## src/common/ifu_cfg_pkg.sv

```systemverilog
//****************************************
// ifu configuration package
// sizes, reset vector and btb geometry
//****************************************
`default_nettype none

package ifu_cfg_pkg;

   //****************************************
   // fetch address
   //****************************************
   localparam int PC_W = 31;                              // halfword pc, bits 31:1
   localparam logic [31:0] RESET_VECTOR = 32'h0000_0200;  // first fetch address

   //****************************************
   // branch target buffer
   //****************************************
   localparam int BTB_DEPTH   = 16;                       // direct mapped entries
   localparam int BTB_INDEX_W = $clog2(BTB_DEPTH);        // index width
   localparam int BTB_INDEX_LO = 2;                       // index starts at word address
   localparam int BTB_TAG_W   = 8;                        // tag bits above the index
   localparam int BTB_TAG_LO  = BTB_INDEX_LO + BTB_INDEX_W;

   // 2-bit saturating counter, msb set means taken
   localparam int CNT_W = 2;
   localparam logic [CNT_W-1:0] CNT_WEAK_TAKEN = 2'b10;   // value on allocation

endpackage : ifu_cfg_pkg

`default_nettype wire

```

## src/common/ifu_inst_pkg.sv

```systemverilog
//****************************************
// ifu instruction package
// word type seen as one 32-bit instr or as two parcels
//****************************************
`default_nettype none

package ifu_inst_pkg;

   localparam int PARCEL_W = 16;                  // compressed parcel width
   localparam logic [1:0] OPC_FULL = 2'b11;       // low bits of a 32-bit instr

   //****************************************
   // instruction word, two views
   //****************************************
   typedef union packed {
      logic [2*PARCEL_W-1:0]            full;     // whole word as one instruction
      logic [1:0][PARCEL_W-1:0]         parcel;   // parcel[0] is the low halfword
   } inst_word_u;

endpackage : ifu_inst_pkg

`default_nettype wire

```

## src/hw/aligner/ifu_aln_ctl.sv

```systemverilog
//****************************************
// ifu aligner
// parcels of f2 words to up to two instructions
//****************************************
`timescale 1ns/1ps
`default_nettype none

module ifu_aln_ctl
   import ifu_cfg_pkg::*;
   import ifu_inst_pkg::*;
(
   input  logic                          clk,
   input  logic                          arst_n,
   input  logic                          fetch_val_f2,
   input  logic [PC_W:1]                 fetch_pc_f2,
   input  logic                          fetch_restart_f2,
   input  logic [2*PARCEL_W-1:0]         ic_rd_data,
   input  logic                          bp_taken_f2,
   input  logic                          bp_boffset_f2,
   input  logic [PC_W:1]                 bp_target_f2,
   output logic                          ifu_i0_valid,
   output logic [$bits(inst_word_u)-1:0] ifu_i0_instr,
   output logic [PC_W:1]                 ifu_i0_pc,
   output logic                          ifu_i0_pc4,
   output logic                          ifu_i0_br_taken,
   output logic [PC_W:1]                 ifu_i0_br_target,
   output logic                          ifu_i1_valid,
   output logic [$bits(inst_word_u)-1:0] ifu_i1_instr,
   output logic [PC_W:1]                 ifu_i1_pc,
   output logic                          ifu_i1_pc4,
   output logic                          ifu_i1_br_taken,
   output logic [PC_W:1]                 ifu_i1_br_target
);

   inst_word_u                   word_f2;     // fetched word
   inst_word_u                   pair;        // candidate instruction
   logic [2:0]                   cand_val;    // leftover, low parcel, high parcel
   logic [2:0]                   cand_br;
   logic [2:0][PARCEL_W-1:0]     cand_par;
   logic [2:0][PC_W:1]           cand_pc;
   logic [3:0][PARCEL_W-1:0]     seq_par;     // packed parcel stream, oldest first
   logic [3:0][PC_W:1]           seq_pc;
   logic [3:0]                   seq_br;
   logic [2:0]                   seq_n;
   logic [2:0]                   pos;         // next unused parcel
   logic                         is_full;
   logic                         keep_lo;
   logic [1:0]                   slot_val;
   logic [1:0]                   slot_pc4;
   logic [1:0]                   slot_br;
   logic [1:0][31:0]             slot_instr;
   logic [1:0][PC_W:1]           slot_pc;
   logic                         lo_val;      // leftover parcel held
   logic [PARCEL_W-1:0]          lo_par;
   logic [PC_W:1]                lo_pc;

   assign word_f2 = ic_rd_data;

   //****************************************
   // live parcels of the f2 word
   //****************************************
   assign cand_val[0] = lo_val & ~(fetch_val_f2 & fetch_restart_f2);  // restart empties it
   assign cand_val[1] = fetch_val_f2 & ~fetch_pc_f2[1];               // odd start drops low
   assign cand_val[2] = fetch_val_f2 & ~(bp_taken_f2 & ~bp_boffset_f2);  // after branch end
   assign cand_par    = {word_f2.parcel[1], word_f2.parcel[0], lo_par};
   assign cand_pc     = {{fetch_pc_f2[PC_W:2], 1'b1}, {fetch_pc_f2[PC_W:2], 1'b0}, lo_pc};
   assign cand_br     = {bp_taken_f2 & bp_boffset_f2, bp_taken_f2 & ~bp_boffset_f2, 1'b0};

   // squeeze out dropped parcels
   always_comb begin
      seq_par = '0;
      seq_pc  = '0;
      seq_br  = '0;
      seq_n   = '0;
      for (int c = 0; c < 3; c++) begin
         if (cand_val[c]) begin
            seq_par[seq_n[1:0]] = cand_par[c];
            seq_pc[seq_n[1:0]]  = cand_pc[c];
            seq_br[seq_n[1:0]]  = cand_br[c];
            seq_n               = seq_n + 3'd1;
         end
      end
   end

   //****************************************
   // extraction, two slots in order
   //****************************************
   always_comb begin
      pos  = '0;
      pair = '0;
      is_full = 1'b0;
      for (int s = 0; s < 2; s++) begin
         is_full        = (seq_par[pos[1:0]][1:0] == OPC_FULL);  // low bits pick length
         pair.parcel[0] = seq_par[pos[1:0]];
         pair.parcel[1] = seq_par[pos[1:0] + 2'd1];
         slot_val[s]    = (pos < seq_n) && (!is_full || (pos + 3'd1 < seq_n));
         slot_pc4[s]    = is_full;
         slot_instr[s]  = is_full ? pair.full : {{PARCEL_W{1'b0}}, pair.parcel[0]};
         slot_pc[s]     = seq_pc[pos[1:0]];
         slot_br[s]     = is_full ? seq_br[pos[1:0] + 2'd1] : seq_br[pos[1:0]];  // end parcel
         if (slot_val[s]) begin
            pos = pos + (is_full ? 3'd2 : 3'd1);
         end
      end
      keep_lo = (pos < seq_n);   // lone first half of a 32-bit instr
   end

   //****************************************
   // output and leftover registers
   //****************************************
   always_ff @(posedge clk or negedge arst_n) begin
      if (!arst_n) begin
         ifu_i0_valid <= 1'b0;
         ifu_i1_valid <= 1'b0;
         lo_val       <= 1'b0;
      end else begin
         ifu_i0_valid <= slot_val[0];
         ifu_i1_valid <= slot_val[1];   // never without slot 0
         lo_val       <= keep_lo;
      end
   end

   always_ff @(posedge clk) begin
      ifu_i0_instr     <= slot_instr[0];
      ifu_i0_pc        <= slot_pc[0];
      ifu_i0_pc4       <= slot_pc4[0];
      ifu_i0_br_taken  <= slot_br[0];
      ifu_i0_br_target <= slot_br[0] ? bp_target_f2 : '0;
      ifu_i1_instr     <= slot_instr[1];
      ifu_i1_pc        <= slot_pc[1];
      ifu_i1_pc4       <= slot_pc4[1];
      ifu_i1_br_taken  <= slot_br[1];
      ifu_i1_br_target <= slot_br[1] ? bp_target_f2 : '0;
      if (keep_lo) begin
         lo_par <= seq_par[pos[1:0]];
         lo_pc  <= seq_pc[pos[1:0]];
      end
   end

endmodule : ifu_aln_ctl

`default_nettype wire

```

## src/hw/bpred/ifu_bp_ctl.sv

```systemverilog
//****************************************
// ifu branch predictor
// direct mapped btb with 2-bit counters
//****************************************
`timescale 1ns/1ps
`default_nettype none

module ifu_bp_ctl
   import ifu_cfg_pkg::*;
(
   input  logic          clk,
   input  logic          arst_n,
   input  logic          fetch_req_f1,
   input  logic [PC_W:2] fetch_addr_f1,
   input  logic          fetch_val_f2,
   input  logic          exu_bp_upd_valid,
   input  logic [PC_W:1] exu_bp_upd_pc,     // branch end halfword
   input  logic          exu_bp_upd_taken,
   input  logic [PC_W:1] exu_bp_upd_target,
   output logic          bp_taken_f2,
   output logic [PC_W:1] bp_target_f2,
   output logic          bp_boffset_f2
);

   //****************************************
   // btb storage
   //****************************************
   logic [BTB_DEPTH-1:0]                btb_valid;
   logic [BTB_DEPTH-1:0][BTB_TAG_W-1:0] btb_tag;
   logic [BTB_DEPTH-1:0]                btb_boff;     // halfword of branch end
   logic [BTB_DEPTH-1:0][PC_W:1]        btb_target;
   logic [BTB_DEPTH-1:0][CNT_W-1:0]     btb_cnt;

   logic [BTB_INDEX_W-1:0] rd_idx;
   logic [BTB_TAG_W-1:0]   rd_tag;
   logic                   rd_taken;      // hit with counter msb set
   logic [BTB_INDEX_W-1:0] wr_idx;
   logic [BTB_TAG_W-1:0]   wr_tag;
   logic                   wr_hit;
   logic                   wr_en;
   logic [CNT_W-1:0]       cnt_cur;
   logic [CNT_W-1:0]       cnt_next;
   logic                   hit_q;         // registered f1 lookup

   // f1 lookup
   assign rd_idx   = fetch_addr_f1[BTB_INDEX_LO +: BTB_INDEX_W];
   assign rd_tag   = fetch_addr_f1[BTB_TAG_LO +: BTB_TAG_W];
   assign rd_taken = btb_valid[rd_idx] & (btb_tag[rd_idx] == rd_tag)
                     & btb_cnt[rd_idx][CNT_W-1];

   // update side
   assign wr_idx  = exu_bp_upd_pc[BTB_INDEX_LO +: BTB_INDEX_W];
   assign wr_tag  = exu_bp_upd_pc[BTB_TAG_LO +: BTB_TAG_W];
   assign wr_hit  = btb_valid[wr_idx] & (btb_tag[wr_idx] == wr_tag)
                    & (btb_boff[wr_idx] == exu_bp_upd_pc[1]);
   assign wr_en   = exu_bp_upd_valid & (wr_hit | exu_bp_upd_taken);  // not-taken never allocs
   assign cnt_cur = btb_cnt[wr_idx];

   always_comb begin
      cnt_next = cnt_cur;
      if (!wr_hit) begin
         cnt_next = CNT_WEAK_TAKEN;                        // fresh entry
      end else if (exu_bp_upd_taken && (cnt_cur != {CNT_W{1'b1}})) begin
         cnt_next = cnt_cur + 1'b1;                        // saturate up
      end else if (!exu_bp_upd_taken && (cnt_cur != '0)) begin
         cnt_next = cnt_cur - 1'b1;                        // saturate down
      end
   end

   //****************************************
   // array write and f2 register
   //****************************************
   always_ff @(posedge clk or negedge arst_n) begin
      if (!arst_n) begin
         btb_valid  <= '0;
         btb_tag    <= '0;
         btb_boff   <= '0;
         btb_target <= '0;
         btb_cnt    <= '0;
         hit_q      <= 1'b0;
      end else begin
         hit_q <= fetch_req_f1 & rd_taken;
         if (wr_en) begin
            btb_valid[wr_idx] <= 1'b1;
            btb_tag[wr_idx]   <= wr_tag;
            btb_boff[wr_idx]  <= exu_bp_upd_pc[1];
            btb_cnt[wr_idx]   <= cnt_next;
            if (exu_bp_upd_taken) begin
               btb_target[wr_idx] <= exu_bp_upd_target;   // latest resolved target
            end
         end
      end
   end

   always_ff @(posedge clk) begin
      bp_target_f2  <= btb_target[rd_idx];
      bp_boffset_f2 <= btb_boff[rd_idx];
   end

   assign bp_taken_f2 = hit_q & fetch_val_f2;   // only a live word predicts

endmodule : ifu_bp_ctl

`default_nettype wire

```

## src/hw/fetch/ifu_fetch_ctl.sv

```systemverilog
//****************************************
// ifu fetch control
// pc register, next fetch select, f2 tracking
//****************************************
`timescale 1ns/1ps
`default_nettype none

module ifu_fetch_ctl
   import ifu_cfg_pkg::*;
(
   input  logic          clk,
   input  logic          arst_n,
   input  logic          exu_flush_final,       // highest priority redirect
   input  logic [PC_W:1] exu_flush_path_final,
   input  logic          bp_taken_f2,           // predicted redirect
   input  logic [PC_W:1] bp_target_f2,
   output logic          fetch_req_f1,
   output logic [PC_W:2] fetch_addr_f1,
   output logic          fetch_val_f2,
   output logic [PC_W:1] fetch_pc_f2,
   output logic          fetch_restart_f2
);

   logic [PC_W:1] pc;           // halfword pc of the f1 fetch
   logic [PC_W:1] pc_next;
   logic          fetch_on;     // set once out of reset
   logic          redirect;     // flush or taken prediction
   logic          restart_f1;   // f1 fetch is first after redirect
   logic          val_f2_q;     // f1 fetch survived into f2
   logic          restart_f2_q;

   assign redirect = exu_flush_final | bp_taken_f2;

   //****************************************
   // next fetch select
   //****************************************
   always_comb begin
      if (exu_flush_final) begin
         pc_next = exu_flush_path_final;               // flush wins
      end else if (bp_taken_f2) begin
         pc_next = bp_target_f2;                       // predicted target
      end else if (fetch_on) begin
         pc_next = {pc[PC_W:2] + 1'b1, 1'b0};          // next word, aligned
      end else begin
         pc_next = pc;                                 // hold at reset vector
      end
   end

   always_ff @(posedge clk or negedge arst_n) begin
      if (!arst_n) begin
         fetch_on     <= 1'b0;
         pc           <= RESET_VECTOR[PC_W:1];
         restart_f1   <= 1'b1;                         // first word starts clean
         val_f2_q     <= 1'b0;
         restart_f2_q <= 1'b0;
      end else begin
         fetch_on     <= 1'b1;
         pc           <= pc_next;
         restart_f1   <= redirect | (restart_f1 & ~fetch_on);
         val_f2_q     <= fetch_on & ~redirect;         // kill fetch issued this cycle
         restart_f2_q <= restart_f1;
      end
   end

   always_ff @(posedge clk) begin
      fetch_pc_f2 <= pc;                               // bit 1 marks odd start
   end

   assign fetch_req_f1     = fetch_on;
   assign fetch_addr_f1    = pc[PC_W:2];
   assign fetch_val_f2     = val_f2_q & ~exu_flush_final;  // flush drops f2 word too
   assign fetch_restart_f2 = restart_f2_q;

endmodule : ifu_fetch_ctl

`default_nettype wire

```

## src/hw/ifu_top.sv

```systemverilog
//****************************************
// ifu top level
// fetch control, branch predictor and aligner
//****************************************
`timescale 1ns/1ps
`default_nettype none

module ifu_top
   import ifu_cfg_pkg::*;
   import ifu_inst_pkg::*;
(
   input  logic                          clk,
   input  logic                          arst_n,

   input  logic                          exu_flush_final,       // redirect strobe
   input  logic [PC_W:1]                 exu_flush_path_final,  // redirect halfword address

   input  logic                          exu_bp_upd_valid,      // branch resolved
   input  logic [PC_W:1]                 exu_bp_upd_pc,         // last halfword of branch
   input  logic                          exu_bp_upd_taken,
   input  logic [PC_W:1]                 exu_bp_upd_target,

   output logic                          ic_rd_en,              // memory read strobe
   output logic [PC_W:2]                 ic_rw_addr,            // word address
   input  logic [2*PARCEL_W-1:0]         ic_rd_data,            // data one cycle later

   output logic                          ifu_i0_valid,          // older instruction
   output logic [$bits(inst_word_u)-1:0] ifu_i0_instr,
   output logic [PC_W:1]                 ifu_i0_pc,
   output logic                          ifu_i0_pc4,
   output logic                          ifu_i0_br_taken,
   output logic [PC_W:1]                 ifu_i0_br_target,

   output logic                          ifu_i1_valid,          // younger, only with i0
   output logic [$bits(inst_word_u)-1:0] ifu_i1_instr,
   output logic [PC_W:1]                 ifu_i1_pc,
   output logic                          ifu_i1_pc4,
   output logic                          ifu_i1_br_taken,
   output logic [PC_W:1]                 ifu_i1_br_target
);

   logic          fetch_req_f1;      // f1 request
   logic [PC_W:2] fetch_addr_f1;     // f1 word address
   logic          fetch_val_f2;      // f2 word live
   logic [PC_W:1] fetch_pc_f2;       // first valid halfword in f2
   logic          fetch_restart_f2;  // first word after a redirect
   logic          bp_taken_f2;       // predicted taken, qualified
   logic [PC_W:1] bp_target_f2;
   logic          bp_boffset_f2;     // halfword where the branch ends

   // memory sees the f1 request directly
   assign ic_rd_en   = fetch_req_f1;
   assign ic_rw_addr = fetch_addr_f1;

   //****************************************
   // pipeline blocks
   //****************************************
   ifu_fetch_ctl ifc (.*);   // pc and next fetch

   ifu_bp_ctl bp (.*);       // btb lookup in parallel with fetch

   ifu_aln_ctl aln (.*);     // parcels to instructions

endmodule : ifu_top

`default_nettype wire

```

## config.mk

```make
export PLATFORM = sky130hd
export DESIGN_NAME = ifu_top
export DESIGN_NICKNAME = d
export VERILOG_FILES = /design/src/common/ifu_cfg_pkg.sv /design/src/common/ifu_inst_pkg.sv /design/src/hw/aligner/ifu_aln_ctl.sv /design/src/hw/bpred/ifu_bp_ctl.sv /design/src/hw/fetch/ifu_fetch_ctl.sv /design/src/hw/ifu_top.sv
export SDC_FILE = /design/constraint.sdc
export NUM_CORES = 2
export LEC_CHECK = 0
export BUFFER_PORTS_ARGS = -buffer_cell sky130_fd_sc_hd__buf_2
export CORE_MARGIN = 4
export CORE_UTILIZATION = 35
export CTS_BUF_LIST = sky130_fd_sc_hd__clkbuf_4
export DETAILED_ROUTE_END_ITERATION = 7
export PLACE_DENSITY = 0.47
export SYNTH_ARGS = -nofsm -noshare
export SYNTH_HDL_FRONTEND = slang
export SYNTH_SLANG_ARGS = --single-unit
```

## constraint.sdc

```tcl
create_clock -name clk -period 12.1 [get_ports clk]
set_input_delay 0 -clock clk [delete_from_list [all_inputs] [get_ports clk]]
set_output_delay 0 -clock clk [all_outputs]
set_load 0.05 [all_outputs]
```

=== Word level (Yosys, flattened, before mapping) ===
Cells that the tools add are included.

* $add $sub $neg: 8
* Magnitude comparators: 15
* Equal/unequal tests: 6
* Mux-type cells: 84
* Bitwise operators: 28
* Reductions and logical operators: 15

{| class="wikitable"
|+ Operator list
! operator !! count
|-
| $bwmux W496 || 1
|-
| $mux W31 || 10
|-
| $bwmux W124 || 2
|-
| $mux W124 || 2
|-
| $bwmux W128 || 1
|-
| $bwmux W64 || 2
|-
| $mux W64 || 2
|-
| $bmux W31 S2 || 2
|-
| $bmux W31 S4 || 1
|-
| $demux W31 S2 || 2
|-
| $demux W31 S4 || 1
|-
| $bmux W16 S2 || 3
|-
| $mux W16 || 6
|-
| $bmux W8 S4 || 2
|-
| $demux W16 S2 || 2
|-
| $bwmux W32 || 1
|-
| $demux W8 S4 || 1
|-
| $add A30 B1 Y30 const B || 1
|-
| $mux W8 || 3
|-
| $and A1 B1 Y1 || 16
|-
| $bmux W1 S4 || 4
|-
| $bmux W2 S4 || 2
|-
| $bwmux W16 || 1
|-
| $eq A8 B8 Y1 || 2
|-
| other kinds (35) || 86
|}

* Bits in registers: 1029
* Input port bits: 130
* Output and inout port bits: 225
* Logic and storage cells: 232

=== Longest topological paths before layout ===
* Word-level depth: 28
* Gate-level depth with buffers: 27
* Depth with buffers taken out: 21

=== Hierarchy ===
Synthesis repeated with hierarchy kept, for this count alone.

* Cells, all modules: 3208
* Area, all modules: 45969.1 µm²

{| class="wikitable"
|+ By module, submodules not included
! module !! instances !! cells an instance !! area an instance (µm²) !! sequential area each (µm²)
|-
| ifu_bp_ctl || 1 || 2038 || 33629.8 || 17882.2
|-
| ifu_aln_ctl || 1 || 821 || 9071.2 || 5330.1
|-
| ifu_fetch_ctl || 1 || 349 || 3268.1 || 1498.9
|}

=== Worst setup path before layout ===
OpenSTA, ideal clock, no wires.

* Path type: flip-flop to flip-flop
* From: register ifc.val_f2_q
* To: register aln.lo_par[0], enable pin
* Library setup time: 0.468 ns
* Arrival time: 7.884 ns
* Required time: 11.632 ns
* Slack: 3.748 ns
* Stages on the path, launching flop included: 23
* Path buffers: 5
* Clock period less this slack: 8.352 ns
* Cell sequence: dfrtp_1 > nand3b_1 > and2_1 > clkbuf_1 > inv_1 > clkbuf_1 > ha_1 > inv_1 > nor3_1 > mux2_2 > mux2_2 > a221o_1 > nand2_1 > clkbuf_1 > buf_1 > ha_1 > inv_1 > fa_1 > o21ai_1 > buf_2 > ha_1 > a21boi_0 > o22ai_1

{| class="wikitable"
|+ RTL lines
! what !! RTL line !! RTL
|-
| from (decl) || ifu_fetch_ctl.sv:29 || <nowiki>logic val_f2_q;</nowiki>
|-
| from (signal assigned) || ifu_fetch_ctl.sv:60 || <nowiki>val_f2_q <= fetch_on & ~redirect;</nowiki>
|-
| to (signal assigned) || ifu_aln_ctl.sv:135 || <nowiki>lo_par <= seq_par[pos[1:0]];</nowiki>
|-
| to (decl) || ifu_aln_ctl.sv:54 || <nowiki>logic [PARCEL_W-1:0] lo_par;</nowiki>
|}

==> flow_metrics.py <==
metrics = {
    "logic_synthesis": {
        "async_flop_share_pct": 70.7,
        "syn_inst": 3229,
        "synth_edf_count": 47,
        "synth_top_area_share_pct": 40.2,
        "syn_avg_cell_area_um2": 14.0,
        "ys_top_cells_by_area": "dfrtp_1 40%, mux2_2 16%, mux4_2 13%",
        "synth_ff_type": "dfrtp_1",
        "yosysWarnings": 0,
        "netlist_area_mm2": 0.0452,
        "syn_nets": 3373,
        "synth_cell_types": 70,
        "yosysTopAreaCell": "dfrtp_1",
        "synth-seq-cells": 1029,
        "ys_seq_area_share_pct": 54.7,
    },
    "timing": {
        "clock.fmax_mhz": 114,
        "finClkSkew_ps": 63.5,
        "layout_min_cycle_time_ps": 8770,
        "finalHoldViolCount": 0,
        "setup_viol": 0,
        "slew_headroom_pct": 27.5,
        "slew_viol_final": 0,
        "period_share_pct": 72.5,
        "holdWs_ps": 179,
        "fin_tns_setup_ps": 0,
        "rsz0062_at_grt": "false",
        "worstMarginPinSlew_ps": 1070,
    },
    "drt": {
        "route.detailed.drc": 0,
        "via_per_inst": 5.24,
        "drtIter0Drc": 1756,
        "totalWireLength_mm": 139,
        "dr.pass1.iters": 5,
        "routedWlPerCell_um": 24.0,
        "vias": 30400,
        "antenna_left": 0,
    },
    "floorplanning": {
        "rows": 131,
        "ios": 355,
        "die_y_um": 367,
        "die_w_um": 367,
        "fp.coreArea_mm2": 0.128,
        "start_util_pct": 35.3,
        "die-area_mm2": 0.135,
    },
    "clock_tree": {
        "postCtsSetupBuffers": 0,
        "cts_tree": "yes",
        "path_clk_slew_ps": 60,
        "clkSinkCount": 1029,
        "root_buffer": "clkbuf_4",
        "cts_made_buffers": 306,
        "cts_buffer_depth": 4,
        "clock_latency_ps": 1200,
        "cts_max_level": 5,
    },
    "placed_design": {
        "portBuffers": 336,
        "place_congestion": 0.841,
        "hpwlAfterDp_mm": 83.3,
    },
    "finish": {
        "finalNetCount": 4065,
        "syn_to_final_growth_pct": 21.6,
        "drive_gt1_share_pct": 44.0,
        "utilization_pct": 42.9,
    },
    "power": {
        "total_leakage_power_nw": 24.3,
        "total_power_w": 0.0106,
        "ir_drop_v": 0.000116,
        "power_density_mw_per_mm2": 193,
    },
    "global_route": {
        "grt_overflow_total": 0,
        "antenna_found_initial": 17,
        "grt_max_degree": 157,
        "grt_pass1_wl_mm": 211,
        "grt_use_total_pct": 20.6,
        "grt_pass1_vias": 33300,
    },
    "min_path": {
        "hold_class": "input pin to flip-flop",
    },
    "worst_setup_path": {
        "crit_path_max_fanout": 64,
        "startpoint_type": "flip-flop",
        "endpoint_kind": "flip-flop",
        "path_class": "flip-flop to flip-flop",
        "arrival_ps": 9600,
        "cp.required_ps": 12920,
    },
    "job": {
        "drv_cap": 0,
    },
    "outcome": {
        "status": "finished clean",
    },
}
-- worst paths after layout --
check,start,end,slack [ps],cells past startpoint
max,ifc.val_f2_q,aln.lo_par[0],3330,22
min,ic_rd_data[0],aln.ifu_i0_instr[0],180,4
max reg2reg,ifc.val_f2_q,aln.lo_par[0],3330,22
min reg2reg,ifc.pc[1],ifc.fetch_pc_f2[1],370,0
max in group asynchronous,arst_n,bp.btb_target[74],8980,7
min in group asynchronous,arst_n,aln.ifu_i1_valid,560,5
-- metrics by stage --
stage	instances	area (um2)	setup slack, ps
finish	5800	54900	3330
global route	5792	54900	2800
CTS	5786	54900	3350
detailed placement	4991	48300	4010
global placement	4991	48300	4080
floorplan	3229	45200	3750
-- layout by cell type, fill, tap and decap left out, types with 8 or more instances in the layout --
| cell type | Yosys | final |
|---|---|---|
| dfrtp_1 | 725 | 721 |
| mux2_2 | 623 | 623 |
| clkbuf_4 | 0 | 458 |
| buf_2 | 24 | 334 |
| dlygate4sd3_1 | 0 | 283 |
| mux4_2 | 260 | 260 |
| dfxtp_1 | 255 | 255 |
| nand2_1 | 135 | 131 |
| o21ai_0 | 107 | 107 |
| nor2_1 | 111 | 102 |
| a21oi_1 | 80 | 76 |
| a22o_1 | 65 | 65 |
| buf_4 | 35 | 58 |
| inv_1 | 57 | 57 |
| edfxtp_1 | 47 | 47 |
| clkinv_1 | 1 | 46 |
| nor2b_1 | 39 | 39 |
| nand3_1 | 38 | 38 |
| and2_1 | 35 | 34 |
| a211oi_1 | 29 | 29 |
| nor3_1 | 32 | 26 |
| mux2_1 | 25 | 25 |
| nand2b_1 | 24 | 24 |
| xor2_1 | 24 | 24 |
| mux2i_1 | 23 | 22 |
| xnor2_1 | 19 | 19 |
| mux2_4 | 18 | 18 |
| o2bb2ai_1 | 17 | 17 |
| a22oi_1 | 18 | 17 |
| a21o_1 | 15 | 15 |
| diode_2 | 0 | 14 |
| and3_1 | 13 | 13 |
| ha_1 | 12 | 12 |
| nor2_4 | 1 | 10 |
| a311oi_1 | 8 | 8 |
| nand4_1 | 8 | 8 |
-- worst max-delay path, stage by stage, from the launching register on --
cell           delay [ps]
dfrtp_1               390
nand3b_1              120
and2_2                150
buf_4                 600
inv_1                 600
ha_1                  610
inv_1                 120
nor3_2                180
buf_4                 450
mux2i_1               240
dlygate4sd3_1         600
nor2_1                 40
dlygate4sd3_1         570
a221o_1               350
nand2_1               730
ha_1                  280
inv_1                  60
fa_1                  510
o21ai_1               220
ha_1                  260
a21boi_0              180
o22ai_4               570
buf_4                 510
-- flip-flops by register name (all words and copies together) (netlist names), 16 cells and up --
signal and count:
bp.btb_target 496, bp.btb_tag 128, aln.ifu_i0_instr 32, aln.ifu_i1_instr 32
bp.btb_cnt 32, aln.ifu_i0_br_target 31, aln.ifu_i0_pc 31, aln.ifu_i1_br_target 31
aln.ifu_i1_pc 31, aln.lo_pc 31, bp.bp_target_f2 31, ifc.fetch_pc_f2 31
ifc.pc 31, aln.lo_par 16, bp.btb_boff 16, bp.btb_valid 16
-- cells in the mapped netlist, drive strengths merged (19+ instances only) --
master / n
nor3: 32
dfrtp: 725
mux2i: 23
xor2: 24
a211oi: 29
clkbuf: 187
o21ai: 112
and2: 35
nand2b: 24
dfxtp: 255
a21oi: 80
mux4: 260
mux2: 666
edfxtp: 47
xnor2: 19
nand2: 136
a22o: 65
buf: 109
nand3: 38
inv: 57
nor2: 112
nor2b: 39
-- where the power goes --
part           leakage, nW  internal (W)  switching [W]  total [W]
Sequential            11.8       0.00421       0.000492    0.00470
Clock                 2.22       0.00173        0.00147    0.00320
Combinational         10.2       0.00120        0.00148    0.00268
-- layout make-up --
type | instances | area [um2]
Tap cell | 1662 | 2080
Inverter | 58 | 218
Fill cell | 11800 | 72900
Clock inverter | 53 | 229
Clock buffer | 458 | 3440
Antenna cell | 14 | 35.0
Multi-Input combinational cell | 1846 | 19100
Sequential cell | 1029 | 24700
Timing Repair Buffer | 680 | 5040
-- per-layer routing --
layer | global-route usage [%] | vias up | routed length [um]
met2 | 33.3 | 1006 | 66100
li1 | - | 13400 | -
met1 | 27.2 | 15800 | 61600
met5 | 0 | - | 40
met4 | 6.42 | 6 | 3200
met3 | 5.07 | 237 | 8330
-- timing repair --
item                                   in CTS  in global routing
gates resized for setup                     0                  0
endpoints found under the hold margin    1196                  0
hold buffers                              284                  0
-- logic make-up (layout without fill, tap and decap cells) --
family | after synthesis | count (layout) | share of synthesized area [%]
simple gates | 454 | 454 | 4.79
fa+ha+maj | 14 | 14 | 0.421
mux | 949 | 949 | 30.2
xor+xnor | 43 | 43 | 0.834
compound gates | 384 | 384 | 5.63
flops | 1029 | 1029 | 54.7
buf+inv | 354 | 1249 | 3.37
other cells | 2 | 16 | 0.0166
Note: power is estimated with default switching activity, not from simulation.
